==> src/source/sercore_cfg_pkg.sv <==
`default_nettype none

package sercore_cfg_pkg;

   // Data word width
   localparam int XLEN = 32;

   // Serial bit counter, 2**CNT_W cycles per instruction
   localparam int CNT_W = 5;

   // Register file address width
   localparam int REG_AW = 5;

endpackage

`default_nettype wire

==> src/source/sercore_isa_pkg.sv <==
`default_nettype none

package sercore_isa_pkg;

   localparam logic [6:0] OPC_OP     = 7'b0110011;
   localparam logic [6:0] OPC_OP_IMM = 7'b0010011;
   localparam logic [6:0] OPC_LUI    = 7'b0110111;
   localparam logic [6:0] OPC_JAL    = 7'b1101111;

   localparam logic [2:0] F3_ADD = 3'b000;
   localparam logic [2:0] F3_XOR = 3'b100;
   localparam logic [2:0] F3_OR  = 3'b110;
   localparam logic [2:0] F3_AND = 3'b111;

   localparam logic [6:0] F7_SUB = 7'b0100000;

   // One instruction word, three ways of reading it
   typedef union packed {
      struct packed {
         logic [6:0] funct7;
         logic [4:0] rs2;
         logic [4:0] rs1;
         logic [2:0] funct3;
         logic [4:0] rd;
         logic [6:0] opcode;
      } r;
      struct packed {
         logic [11:0] imm12;
         logic [4:0]  rs1;
         logic [2:0]  funct3;
         logic [4:0]  rd;
         logic [6:0]  opcode;
      } i;
      struct packed {
         logic [19:0] imm20;
         logic [4:0]  rd;
         logic [6:0]  opcode;
      } u;
   } instr_u;

endpackage

`default_nettype wire

==> src/source/sercore_state.sv <==
`timescale 1ns/1ps
`default_nettype none

module sercore_state (
   input  wire  clk,
   input  wire  i_arst_n,
   input  wire  i_ibus_ack,
   input  wire  i_rf_ready,
   input  wire  i_cnt_done,
   input  wire  i_rd_write,
   output logic o_ibus_cyc,
   output logic o_rf_rreq,
   output logic o_cnt_start,
   output logic o_rd_en
);

   localparam logic [1:0] S_FETCH = 2'd0;
   localparam logic [1:0] S_REQ   = 2'd1;
   localparam logic [1:0] S_WAIT  = 2'd2;
   localparam logic [1:0] S_EXEC  = 2'd3;

   logic [1:0] state;
   logic [1:0] state_nxt;
   logic       cyc;
   logic       cyc_nxt;

   always_comb begin
      state_nxt = state;
      cyc_nxt   = cyc;
      case (state)
         S_FETCH: begin
            cyc_nxt = 1'b1;
            // Ack only counts while the bus cycle is up
            if (cyc && i_ibus_ack) begin
               state_nxt = S_REQ;
               cyc_nxt   = 1'b0;
            end
         end
         S_REQ: begin
            state_nxt = i_rf_ready ? S_EXEC : S_WAIT;
         end
         S_WAIT: begin
            if (i_rf_ready) begin
               state_nxt = S_EXEC;
            end
         end
         default: begin
            // Bit 31 done, fetch again right away
            if (i_cnt_done) begin
               state_nxt = S_FETCH;
               cyc_nxt   = 1'b1;
            end
         end
      endcase
   end

   always_ff @(posedge clk or negedge i_arst_n) begin
      if (!i_arst_n) begin
         state <= S_FETCH;
         cyc   <= 1'b0;
      end else begin
         state <= state_nxt;
         cyc   <= cyc_nxt;
      end
   end

   assign o_ibus_cyc  = cyc;
   assign o_rf_rreq   = (state == S_REQ);
   assign o_cnt_start = i_rf_ready && ((state == S_REQ) || (state == S_WAIT));
   assign o_rd_en     = (state == S_EXEC) && i_rd_write;

endmodule

`default_nettype wire

==> src/source/sercore_count.sv <==
`timescale 1ns/1ps
`default_nettype none

module sercore_count (
   input  wire  clk,
   input  wire  i_arst_n,
   input  wire  i_start,
   output logic o_cnt_en,
   output logic o_cnt0,
   output logic o_cnt2,
   output logic o_cnt_done
);

   logic                              en;
   logic [sercore_cfg_pkg::CNT_W-1:0] cnt;

   always_ff @(posedge clk or negedge i_arst_n) begin
      if (!i_arst_n) begin
         en  <= 1'b0;
         cnt <= '0;
      end else if (i_start) begin
         en  <= 1'b1;
         cnt <= '0;
      end else if (en) begin
         // Wraps back to zero on the last bit
         cnt <= cnt + 1'b1;
         if (&cnt) begin
            en <= 1'b0;
         end
      end
   end

   assign o_cnt_en   = en;
   assign o_cnt0     = en && (cnt == '0);
   assign o_cnt2     = en && (cnt == sercore_cfg_pkg::CNT_W'(2));
   assign o_cnt_done = en && (&cnt);

endmodule

`default_nettype wire

==> src/source/sercore_decode.sv <==
`timescale 1ns/1ps
`default_nettype none

module sercore_decode (
   input  wire                                 clk,
   input  wire                                 i_arst_n,
   input  wire                                 i_ibus_ack,
   input  wire  [sercore_cfg_pkg::XLEN-1:0]    i_ibus_rdt,
   input  wire                                 i_cnt_en,
   output logic [sercore_cfg_pkg::REG_AW-1:0]  o_rs1_addr,
   output logic [sercore_cfg_pkg::REG_AW-1:0]  o_rs2_addr,
   output logic [sercore_cfg_pkg::REG_AW-1:0]  o_rd_addr,
   output logic                                o_op_b_imm,
   output logic                                o_alu_sub,
   output logic [1:0]                          o_alu_bool_op,
   output logic [1:0]                          o_rd_sel,
   output logic                                o_jump,
   output logic                                o_rd_write,
   output logic                                o_imm
);

   localparam int XLEN = sercore_cfg_pkg::XLEN;

   sercore_isa_pkg::instr_u rdt;
   sercore_isa_pkg::instr_u instr;
   logic [XLEN-1:0]         imm_ld;
   logic [XLEN-1:0]         imm_sr;
   logic                    is_op;
   logic                    is_op_imm;
   logic                    is_lui;
   logic                    is_jal;
   logic                    f3_ok;
   logic                    f7_ok;

   assign rdt = i_ibus_rdt;

   // Immediate of the word on the bus
   always_comb begin
      case (rdt.r.opcode)
         sercore_isa_pkg::OPC_OP_IMM: imm_ld = {{(XLEN-12){rdt.i.imm12[11]}}, rdt.i.imm12};
         sercore_isa_pkg::OPC_LUI:    imm_ld = {rdt.u.imm20, 12'h000};
         sercore_isa_pkg::OPC_JAL:    imm_ld = {{(XLEN-20){rdt.u.imm20[19]}}, rdt.u.imm20[7:0],
                                                rdt.u.imm20[8], rdt.u.imm20[18:9], 1'b0};
         default:                     imm_ld = '0;
      endcase
   end

   always_ff @(posedge clk or negedge i_arst_n) begin
      if (!i_arst_n) begin
         instr <= '0;
      end else if (i_ibus_ack) begin
         instr <= rdt;
      end
   end

   // LSB first, one bit per execute cycle
   always_ff @(posedge clk) begin
      if (i_ibus_ack) begin
         imm_sr <= imm_ld;
      end else if (i_cnt_en) begin
         imm_sr <= {1'b0, imm_sr[XLEN-1:1]};
      end
   end

   assign is_op     = (instr.r.opcode == sercore_isa_pkg::OPC_OP);
   assign is_op_imm = (instr.r.opcode == sercore_isa_pkg::OPC_OP_IMM);
   assign is_lui    = (instr.r.opcode == sercore_isa_pkg::OPC_LUI);
   assign is_jal    = (instr.r.opcode == sercore_isa_pkg::OPC_JAL);

   // 0 add, 1 xor, 2 or, 3 and
   always_comb begin
      f3_ok = 1'b1;
      case (instr.r.funct3)
         sercore_isa_pkg::F3_ADD: o_alu_bool_op = 2'd0;
         sercore_isa_pkg::F3_XOR: o_alu_bool_op = 2'd1;
         sercore_isa_pkg::F3_OR:  o_alu_bool_op = 2'd2;
         sercore_isa_pkg::F3_AND: o_alu_bool_op = 2'd3;
         default: begin
            o_alu_bool_op = 2'd0;
            f3_ok         = 1'b0;
         end
      endcase
   end

   assign o_alu_sub = is_op && (instr.r.funct7 == sercore_isa_pkg::F7_SUB) &&
                      (instr.r.funct3 == sercore_isa_pkg::F3_ADD);
   assign f7_ok     = (instr.r.funct7 == '0) || o_alu_sub;

   assign o_rs1_addr = instr.r.rs1;
   assign o_rs2_addr = instr.r.rs2;
   assign o_rd_addr  = instr.r.rd;
   assign o_op_b_imm = is_op_imm;
   // Bit 1 picks the immediate, bit 0 the link value
   assign o_rd_sel   = {is_lui, is_jal};
   assign o_jump     = is_jal;
   assign o_rd_write = (is_op && f3_ok && f7_ok) || (is_op_imm && f3_ok) || is_lui || is_jal;
   assign o_imm      = imm_sr[0];

endmodule

`default_nettype wire

==> src/source/sercore_alu.sv <==
`timescale 1ns/1ps
`default_nettype none

module sercore_alu (
   input  wire       clk,
   input  wire       i_arst_n,
   input  wire       i_cnt_en,
   input  wire       i_cnt0,
   input  wire       i_rs1,
   input  wire       i_rs2,
   input  wire       i_imm,
   input  wire       i_op_b_imm,
   input  wire       i_sub,
   input  wire [1:0] i_bool_op,
   output logic      o_rd
);

   logic op_b;
   logic b_add;
   logic cin;
   logic sum;
   logic carry;

   assign op_b  = i_op_b_imm ? i_imm : i_rs2;
   // Two's complement subtract, invert B and carry in a one
   assign b_add = op_b ^ i_sub;
   assign cin   = i_cnt0 ? i_sub : carry;
   assign sum   = i_rs1 ^ b_add ^ cin;

   always_ff @(posedge clk or negedge i_arst_n) begin
      if (!i_arst_n) begin
         carry <= 1'b0;
      end else if (i_cnt_en) begin
         carry <= (i_rs1 & b_add) | (cin & (i_rs1 ^ b_add));
      end
   end

   always_comb begin
      case (i_bool_op)
         2'd1:    o_rd = i_rs1 ^ op_b;
         2'd2:    o_rd = i_rs1 | op_b;
         2'd3:    o_rd = i_rs1 & op_b;
         default: o_rd = sum;
      endcase
   end

endmodule

`default_nettype wire

==> src/source/sercore_ctrl.sv <==
`timescale 1ns/1ps
`default_nettype none

module sercore_ctrl #(
   parameter logic [31:0] RESET_PC = 32'h0000_0000
) (
   input  wire                               clk,
   input  wire                               i_arst_n,
   input  wire                               i_cnt_en,
   input  wire                               i_cnt2,
   input  wire                               i_cnt_done,
   input  wire                               i_jump,
   input  wire                               i_imm,
   output logic                              o_rd,
   output logic [sercore_cfg_pkg::XLEN-1:0]  o_ibus_adr
);

   localparam int XLEN = sercore_cfg_pkg::XLEN;

   logic [XLEN-1:0] pc;
   logic            add_b;
   logic            new_pc;
   logic            carry_pc;
   logic            carry_link;

   // Jump target or PC+4
   assign add_b  = i_jump ? i_imm : i_cnt2;
   assign new_pc = pc[0] ^ add_b ^ carry_pc;

   // Link value, always PC+4
   assign o_rd = pc[0] ^ i_cnt2 ^ carry_link;

   always_ff @(posedge clk or negedge i_arst_n) begin
      if (!i_arst_n) begin
         pc         <= RESET_PC;
         carry_pc   <= 1'b0;
         carry_link <= 1'b0;
      end else if (i_cnt_en) begin
         // After 32 shifts the register holds the new PC
         pc         <= {new_pc, pc[XLEN-1:1]};
         carry_pc   <= !i_cnt_done && ((pc[0] & add_b) | (carry_pc & (pc[0] ^ add_b)));
         carry_link <= !i_cnt_done && ((pc[0] & i_cnt2) | (carry_link & (pc[0] ^ i_cnt2)));
      end
   end

   assign o_ibus_adr = pc;

endmodule

`default_nettype wire

==> src/source/sercore_rf_if.sv <==
`timescale 1ns/1ps
`default_nettype none

module sercore_rf_if (
   input  wire  [sercore_cfg_pkg::REG_AW-1:0] i_rs1_addr,
   input  wire  [sercore_cfg_pkg::REG_AW-1:0] i_rs2_addr,
   input  wire  [sercore_cfg_pkg::REG_AW-1:0] i_rd_addr,
   input  wire                                i_rd_en,
   input  wire  [1:0]                         i_rd_sel,
   input  wire                                i_alu_rd,
   input  wire                                i_ctrl_rd,
   input  wire                                i_imm,
   output logic [sercore_cfg_pkg::REG_AW-1:0] o_rreg0,
   output logic [sercore_cfg_pkg::REG_AW-1:0] o_rreg1,
   output logic [sercore_cfg_pkg::REG_AW-1:0] o_wreg,
   output logic                               o_wen,
   output logic                               o_wdata
);

   assign o_rreg0 = i_rs1_addr;
   assign o_rreg1 = i_rs2_addr;
   assign o_wreg  = i_rd_addr;

   // x0 is never written
   assign o_wen = i_rd_en && (i_rd_addr != '0);

   always_comb begin
      if (i_rd_sel[1]) begin
         o_wdata = i_imm;
      end else if (i_rd_sel[0]) begin
         o_wdata = i_ctrl_rd;
      end else begin
         o_wdata = i_alu_rd;
      end
   end

endmodule

`default_nettype wire

==> src/source/sercore_top.sv <==
`timescale 1ns/1ps
`default_nettype none

module sercore_top #(
   parameter logic [31:0] RESET_PC = 32'h0000_0000
) (
   input  wire                                clk,
   input  wire                                i_arst_n,
   // Instruction bus
   output wire                                o_ibus_cyc,
   output wire [sercore_cfg_pkg::XLEN-1:0]    o_ibus_adr,
   input  wire [sercore_cfg_pkg::XLEN-1:0]    i_ibus_rdt,
   input  wire                                i_ibus_ack,
   // Register file
   output wire                                o_rf_rreq,
   output wire [sercore_cfg_pkg::REG_AW-1:0]  o_rreg0,
   output wire [sercore_cfg_pkg::REG_AW-1:0]  o_rreg1,
   input  wire                                i_rf_ready,
   input  wire                                i_rdata0,
   input  wire                                i_rdata1,
   output wire                                o_wen,
   output wire [sercore_cfg_pkg::REG_AW-1:0]  o_wreg,
   output wire                                o_wdata
);

   wire [sercore_cfg_pkg::REG_AW-1:0] rs1_addr;
   wire [sercore_cfg_pkg::REG_AW-1:0] rs2_addr;
   wire [sercore_cfg_pkg::REG_AW-1:0] rd_addr;
   wire                               cnt_start;
   wire                               cnt_en;
   wire                               cnt0;
   wire                               cnt2;
   wire                               cnt_done;
   wire                               rd_en;
   wire                               op_b_imm;
   wire                               alu_sub;
   wire [1:0]                         alu_bool_op;
   wire [1:0]                         rd_sel;
   wire                               jump;
   wire                               rd_write;
   wire                               imm;
   wire                               alu_rd;
   wire                               ctrl_rd;

   sercore_state state (
      .clk(clk), .i_arst_n(i_arst_n),
      .i_ibus_ack(i_ibus_ack), .i_rf_ready(i_rf_ready),
      .i_cnt_done(cnt_done), .i_rd_write(rd_write),
      .o_ibus_cyc(o_ibus_cyc), .o_rf_rreq(o_rf_rreq),
      .o_cnt_start(cnt_start), .o_rd_en(rd_en)
   );

   sercore_count count (
      .clk(clk), .i_arst_n(i_arst_n), .i_start(cnt_start),
      .o_cnt_en(cnt_en), .o_cnt0(cnt0), .o_cnt2(cnt2), .o_cnt_done(cnt_done)
   );

   sercore_decode decode (
      .clk(clk), .i_arst_n(i_arst_n),
      .i_ibus_ack(i_ibus_ack), .i_ibus_rdt(i_ibus_rdt), .i_cnt_en(cnt_en),
      .o_rs1_addr(rs1_addr), .o_rs2_addr(rs2_addr), .o_rd_addr(rd_addr),
      .o_op_b_imm(op_b_imm), .o_alu_sub(alu_sub), .o_alu_bool_op(alu_bool_op),
      .o_rd_sel(rd_sel), .o_jump(jump), .o_rd_write(rd_write), .o_imm(imm)
   );

   // Source bits come straight from the register file
   sercore_alu alu (
      .clk(clk), .i_arst_n(i_arst_n), .i_cnt_en(cnt_en), .i_cnt0(cnt0),
      .i_rs1(i_rdata0), .i_rs2(i_rdata1), .i_imm(imm),
      .i_op_b_imm(op_b_imm), .i_sub(alu_sub), .i_bool_op(alu_bool_op),
      .o_rd(alu_rd)
   );

   sercore_ctrl #(.RESET_PC(RESET_PC)) ctrl (
      .clk(clk), .i_arst_n(i_arst_n), .i_cnt_en(cnt_en), .i_cnt2(cnt2),
      .i_cnt_done(cnt_done), .i_jump(jump), .i_imm(imm),
      .o_rd(ctrl_rd), .o_ibus_adr(o_ibus_adr)
   );

   sercore_rf_if rf_if (
      .i_rs1_addr(rs1_addr), .i_rs2_addr(rs2_addr), .i_rd_addr(rd_addr),
      .i_rd_en(rd_en), .i_rd_sel(rd_sel),
      .i_alu_rd(alu_rd), .i_ctrl_rd(ctrl_rd), .i_imm(imm),
      .o_rreg0(o_rreg0), .o_rreg1(o_rreg1), .o_wreg(o_wreg),
      .o_wen(o_wen), .o_wdata(o_wdata)
   );

endmodule

`default_nettype wire

==> config.mk <==
export PLATFORM = sky130hd
export DESIGN_NAME = sercore_top
export DESIGN_NICKNAME = d
export VERILOG_FILES = /design/src/source/sercore_cfg_pkg.sv /design/src/source/sercore_isa_pkg.sv /design/src/source/sercore_state.sv /design/src/source/sercore_count.sv /design/src/source/sercore_decode.sv /design/src/source/sercore_alu.sv /design/src/source/sercore_ctrl.sv /design/src/source/sercore_rf_if.sv /design/src/source/sercore_top.sv
export SDC_FILE = /design/constraint.sdc
export NUM_CORES = 1
export LEC_CHECK = 0
export BUFFER_PORTS_ARGS = -buffer_cell sky130_fd_sc_hd__buf_2
export CAP_MARGIN = 20
export CORE_AREA = 4 4 122 101
export DETAILED_ROUTE_END_ITERATION = 12
export DIE_AREA = 0 0 126 105
export PLACE_DENSITY_LB_ADDON = 0.05
export SLEW_MARGIN = 20
export SYNTH_ARGS = -nofsm -noshare
export SYNTH_HDL_FRONTEND = slang
export SYNTH_HIERARCHICAL = 1
export SYNTH_SLANG_ARGS = --single-unit
==> constraint.sdc <==
create_clock -name clk -period 2.9 [get_ports clk]
set_input_delay 0.145 -clock clk [delete_from_list [all_inputs] [get_ports clk]]
set_output_delay 0.145 -clock clk [all_outputs]
set_load 0.01 [all_outputs]
# [After elaboration in Yosys (flattened, before gate mapping)]
# Index checks and enable logic that the tools add are counted.
[word_totals] ff_bits=108 in_bits=38 out_inout_bits=51 wordCells=109
[op_classes] addsub=1 n_eq_ne=20 muxes=24 bitwise=20 n_reduce_logical=34
[op_table] cell="case mux 32 bit (3 select lines)" count=1
[op_table] cell="two-way mux 32 bit" count=2
[op_table] cell="== test 7 x 6 -> 1 bit, second input constant" count=4
[op_table] cell="== test 7 x 5 -> 1 bit, second input constant" count=2
[op_table] cell="== test 7 bit, second input constant" count=2
[op_table] cell="logical AND 1 bit" count=14
[op_table] cell="two-way mux 1 bit" count=12
[op_table] cell="case mux 2 bit (3 select lines)" count=2
[op_table] cell="two-way mux 5 bit" count=2
[op_table] cell="== test 3 bit, second input constant" count=3
[op_table] cell="== test 2 bit, second input constant" count=4
[op_table] cell="bitwise XOR 1 bit" count=8
[op_table] cell="bitwise AND 1 bit" count=7
[op_table] cell="logical NOT 7 bit" count=1
[op_table] cell="two-way mux 2 bit" count=3
[op_table] cell="nonzero test 2 bit" count=3
[op_table] cell="adder 5 x 1 -> 5 bit, second input constant" count=1
[op_table] cell="== test 5 x 2 -> 1 bit, second input constant" count=1
[op_table] cell="logical NOT 5 bit" count=1
[op_table] cell="logical OR 1 bit" count=5
[op_table] cell="AND reduction 5 bit" count=1
[op_table] cell="nonzero test 5 bit" count=1
[op_table] cell="== test 2 x 1 -> 1 bit, second input constant" count=2
[op_table] cell="OR 1 bit" count=4
[op_table] cell="13 further kinds" count=13

# [Depth between registers and ports, before layout]
[logic_depth] ltp_word=10 depth_mapped=9 depth_no_buf=9

# [By module]
# Netlist, hierarchy kept.
[modules_own_cells] mod="sercore_decode" instances=1 cells_per_inst=223 area_per_inst_um2=3199.3
[modules_own_cells] mod="sercore_ctrl" instances=1 cells_per_inst=84 area_per_inst_um2=1446.4
[modules_own_cells] mod="sercore_count" instances=1 cells_per_inst=33 area_per_inst_um2=381.6
[modules_own_cells] mod="sercore_state" instances=1 cells_per_inst=25 area_per_inst_um2=260.2
[modules_own_cells] mod="sercore_alu" instances=1 cells_per_inst=12 area_per_inst_um2=148.9
[modules_own_cells] mod="sercore_rf_if" instances=1 cells_per_inst=20 area_per_inst_um2=146.4

# [Least setup slack after synthesis]
# No wires, ideal clock.
[synth_path] path_type="reg-to-output" start="reg decode/instr[3] (netlist bit)" end="out o_wdata" arrival_ns=2.833 slack_ns=-0.078 path_stages_with_launch=10 path_buffers=0 cell_sequence="dfrtp_1 > or3b_1 > or3_1 > nor2_1 > mux2i_2 > xnor2_1 > fa_1 > mux4_2 > mux2i_1 > o21ai_0"
[synth_via] word_cells_on_any_way=17 cone_classes="eq/ne (4); mux (5); bitwise (6); reduce/logical (2)"
[synth_rtl] item="start: declaration" line="sercore_decode.sv:25" rtl="sercore_isa_pkg::instr_u instr;"
[synth_rtl] item="start signal: assignment" line="sercore_decode.sv:52" rtl="instr <= rdt;"
[synth_rtl] item="== test 7 x 5 -> 1 bit (*)" line="sercore_decode.sv:66" rtl="assign is_op_imm = (instr.r.opcode == sercore_isa_pkg::OPC_OP_IMM);"
[synth_rtl] item="net op_b_imm" line="sercore_top.sv:35" rtl="wire op_b_imm;"
[synth_rtl] item="two-way mux 1 bit (*)" line="sercore_alu.sv:24" rtl="assign op_b = i_op_b_imm ? i_imm : i_rs2;"
[synth_rtl] item="bitwise XOR 1 bit" line="sercore_alu.sv:26" rtl="assign b_add = op_b ^ i_sub;"
[synth_rtl] item="bitwise XOR 1 bit (2 in series)" line="sercore_alu.sv:28" rtl="assign sum = i_rs1 ^ b_add ^ cin;"
[synth_rtl] item="case mux 1 bit (3 select lines) (*)" line="sercore_alu.sv:39" rtl="case (i_bool_op)"
[synth_rtl] item="net alu_rd" line="sercore_top.sv:42" rtl="wire alu_rd;"
[synth_rtl] item="two-way mux 1 bit (*)" line="sercore_rf_if.sv:30" rtl="end else if (i_rd_sel[0]) begin"
[synth_rtl] item="two-way mux 1 bit (*)" line="sercore_rf_if.sv:28" rtl="if (i_rd_sel[1]) begin"
[synth_rtl] item="end: declaration" line="sercore_top.sv:23" rtl="output wire o_wdata"
# Mark *: on every way through the listed nets, which the timed path passes. The rest lies on a longest branch.

# [Worst setup path after layout]
# Ends and elaborated chain as after synthesis.

==> metrics.cfg <==
[outcome]
outcome = finished with violations
violations = setup timing

[power_and_ir_drop]
pwr-share-comb = 0.258
vdd_ir_drop_max_mv = 0.4378
leakage_nw = 2.870
power_w = 0.004528
sw_frac_of_total = 0.2896
p_sw_w = 0.001311
power_density_nw_per_um2 = 727.3
p_int_w = 0.003217
seqPwrFrac = 0.453
pwr-share-clk = 0.289

[logic_synthesis]
async_flop_share = 0.7037
yosysWarnings = 6
synthCells = 397
synth_seq_cells = 108
syn_area_um2 = 5583
ys_top_cells_by_area = dfrtp_1 34%, edfxtp_1 17%, mux2_2 8.1%
synth_nets = 450
synth_cell_type_count = 54
synthTopCellsByCount = 76 x dfrtp_1, 40 x mux2_2, 33 x buf_4
synthFlopType = dfrtp_1
avgSynthCellArea_um2 = 14.06
synth-edff-count = 32
synth.most_common_cell = dfrtp_1
synth_largest_area_cell = dfrtp_1
synth-seq-area-share = 0.5128
synth.top_cell.area_share = 0.3407

[critical_path]
setup.worst_path.end_class = primary output
rr_worst_depth = 7
crit_start = decode/instr[3]
arrival_ns = 3.27
path_class = reg -> out
r2r_end = alu/carry
critPathMaxFanout = 3
r2r-start = decode/instr[3]
critPathRequiredTime_ns = 2.76
setup.worst_path.start_class = flip-flop
endpoint = o_wdata
rrSetupSlack_ns = 0.56

[floorplanning]
die-area_um2 = 13230
initial_utilization = 0.4980
coreArea_um2 = 11210
die_h_um = 105
ios = 89
num_rows = 35
dieWidth_um = 126

[sta]
setup_violations = 1
period_share = 1.177
finClkSkew_ns = 0.003114
fin_ws_ns = -0.5134
min_period_ns = 3.413
worst_slew_pin_slew_ns = 0.7236
fmax_ghz = 0.2930
relSlewSlack = 0.5176
slew_viol_final = 0
finalHoldViolCount = 0
rsz0062_at_grt = true

[layout]
nets = 510
drive_above_1_share = 0.4762
regArea_um2 = 2864
diodes = 0
nFillCells = 1000
syn_to_final_growth_pct = 11.52
multi_input_area_um2 = 2251

[route]
top_layer = met4
met3_length_um = 502
first_pass_iters = 4
vias = 3220
drc = 0
wl_met2_um = 4587
wl_um = 10400
viasPerCell = 5.279
wl_per_cell_um = 17.05
ant_nets = 0
drt_iter0_drc = 161
wl_met1_um = 5199

[clocking]
cts_buffers = 9
htree_levels = 3
post-cts-setup-buffers = 0
clock-sinks = 108
clk-insertion-delay-late_ns = 0.34
cts_tree = yes
path_clk_slew_ns = 0.07
cts_buffer_depth = 2
cts_root_buffer = clkbuf_16

[placement]
place_ws_ns = -0.1725
portBuffers = 88
post-dp-hpwl_um = 7145
routabilityCongestion = 0.7886

[grt]
antenna_found_initial = 0
grt_pass1_vias = 3323
grt_overflow = 0
grt_use_total = 0.1675
grt_max_degree = 77
grt_pass1_wl_um = 17840

[job]
drv_cap = 0

[hold_path]
worstHoldPathType = in -> reg
whs_path_depth = 2

-- how the worst min path moves through the flow --
stage | from | to
2_1_floorplan | i_arst_n | alu/carry
3_3_place_gp | i_arst_n | decode/instr[18]
3_5_place_dp | i_arst_n | decode/instr[18]
4_1_cts | i_ibus_rdt[7] | decode/instr[7]
5_1_grt | i_ibus_rdt[7] | decode/instr[7]
6_report | i_ibus_rdt[7] | decode/instr[7]
-- layout by cell type (no fill, tap or decap), types with 5 or more instances in the layout --
master / n
mux2_2: 40
and2_1: 7
a22o_1: 10
clkbuf_16: 9
ha_1: 12
o2bb2ai_2: 19
mux2i_1: 5
nand2_1: 7
a21oi_1: 11
buf_4: 11
a22oi_1: 11
nor2_1: 17
mux2_4: 26
dfrtp_1: 75
buf_2: 87
edfxtp_1: 32
inv_1: 19
-- cells by family (layout without fill, tap and decap cells) --
group           after synthesis  after routing  share of synthesized area
compound gates               69             69                     0.1188
xor+xnor                      3              3                   0.004707
fa+ha+maj                    15             15                    0.03765
buf+inv                      70            135                    0.08830
flops                       108            108                     0.5128
mux                          73             73                     0.1661
simple gates                 59             59                    0.07172
-- power by group through the flow --
stage	logic (W)	clock network, W	registers, W
6_report	0.00117	0.00131	0.00205
5_1_grt	0.00130	0.00141	0.00210
4_1_cts	0.00119	0.00136	0.00205
3_5_place_dp	0.00118	0	0.00209
3_3_place_gp	0.00116	0	0.00207
2_1_floorplan	0.000755	0	0.00213
-- critical path: stages (launching register included) --
cell and delay, ns:
dfrtp_1 0.38, or3b_4 0.40, or3_4 0.38, nor2_4 0.10
mux2i_2 0.24, xnor2_1 0.16, fa_1 0.45, mux4_2 0.46
mux2i_1 0.13, o21ai_1 0.08, buf_2 0.15
-- per-stage QoR --
stage                      TNS [ns]  hold slack [ns]  cell area [um^2]  cells    util
final                       -0.5134          0.03437              6226    610  0.5554
after global routing        -0.6298          0.02964              6226    610  0.5554
after CTS                   -0.5378          0.01549              6222    610  0.5550
after detailed placement    -0.1725           0.3716              5881    593  0.5246
after global placement      -0.1085           0.3695              5881    593  0.5246
after floorplan           -0.006505          -0.1506              5590    397       -
-- state kept, by name, indices dropped and copies added (netlist names) --
name,count
ctrl/o_ibus_adr,32
decode/imm_sr,32
decode/instr,32
count/cnt,5
state/state,2
alu/carry,1
count/o_cnt_en,1
ctrl/carry_link,1
ctrl/carry_pc,1
state/o_ibus_cyc,1
-- area by class of cell --
class	count	share of cell area
clock buffers	10	0.03678
clock inverters	6	0.01387
inverters	19	0.01145
multi-input cells	219	0.3615
flip-flops and latches	108	0.4600
well taps	148	0.02974
repair buffers	100	0.08662
-- repair_timing --
item | 4_1_cts | 5_1_grt
hold endpoints to repair | 10 | 0
endpoints found under the setup margin | 1 | 1
hold buffers | 1 | 0
gates resized for setup | 3 | 0
pin swaps | 2 | 0
-- per-layer routing --
layer / up-vias / track usage
li1: 1528 / -
met1: 1611 / 0.2540
met2: 70 / 0.2392
met3: 11 / 0.04139
met4: 0 / 0.04364
met5: - / 0
(Power assumes the default switching activity.)
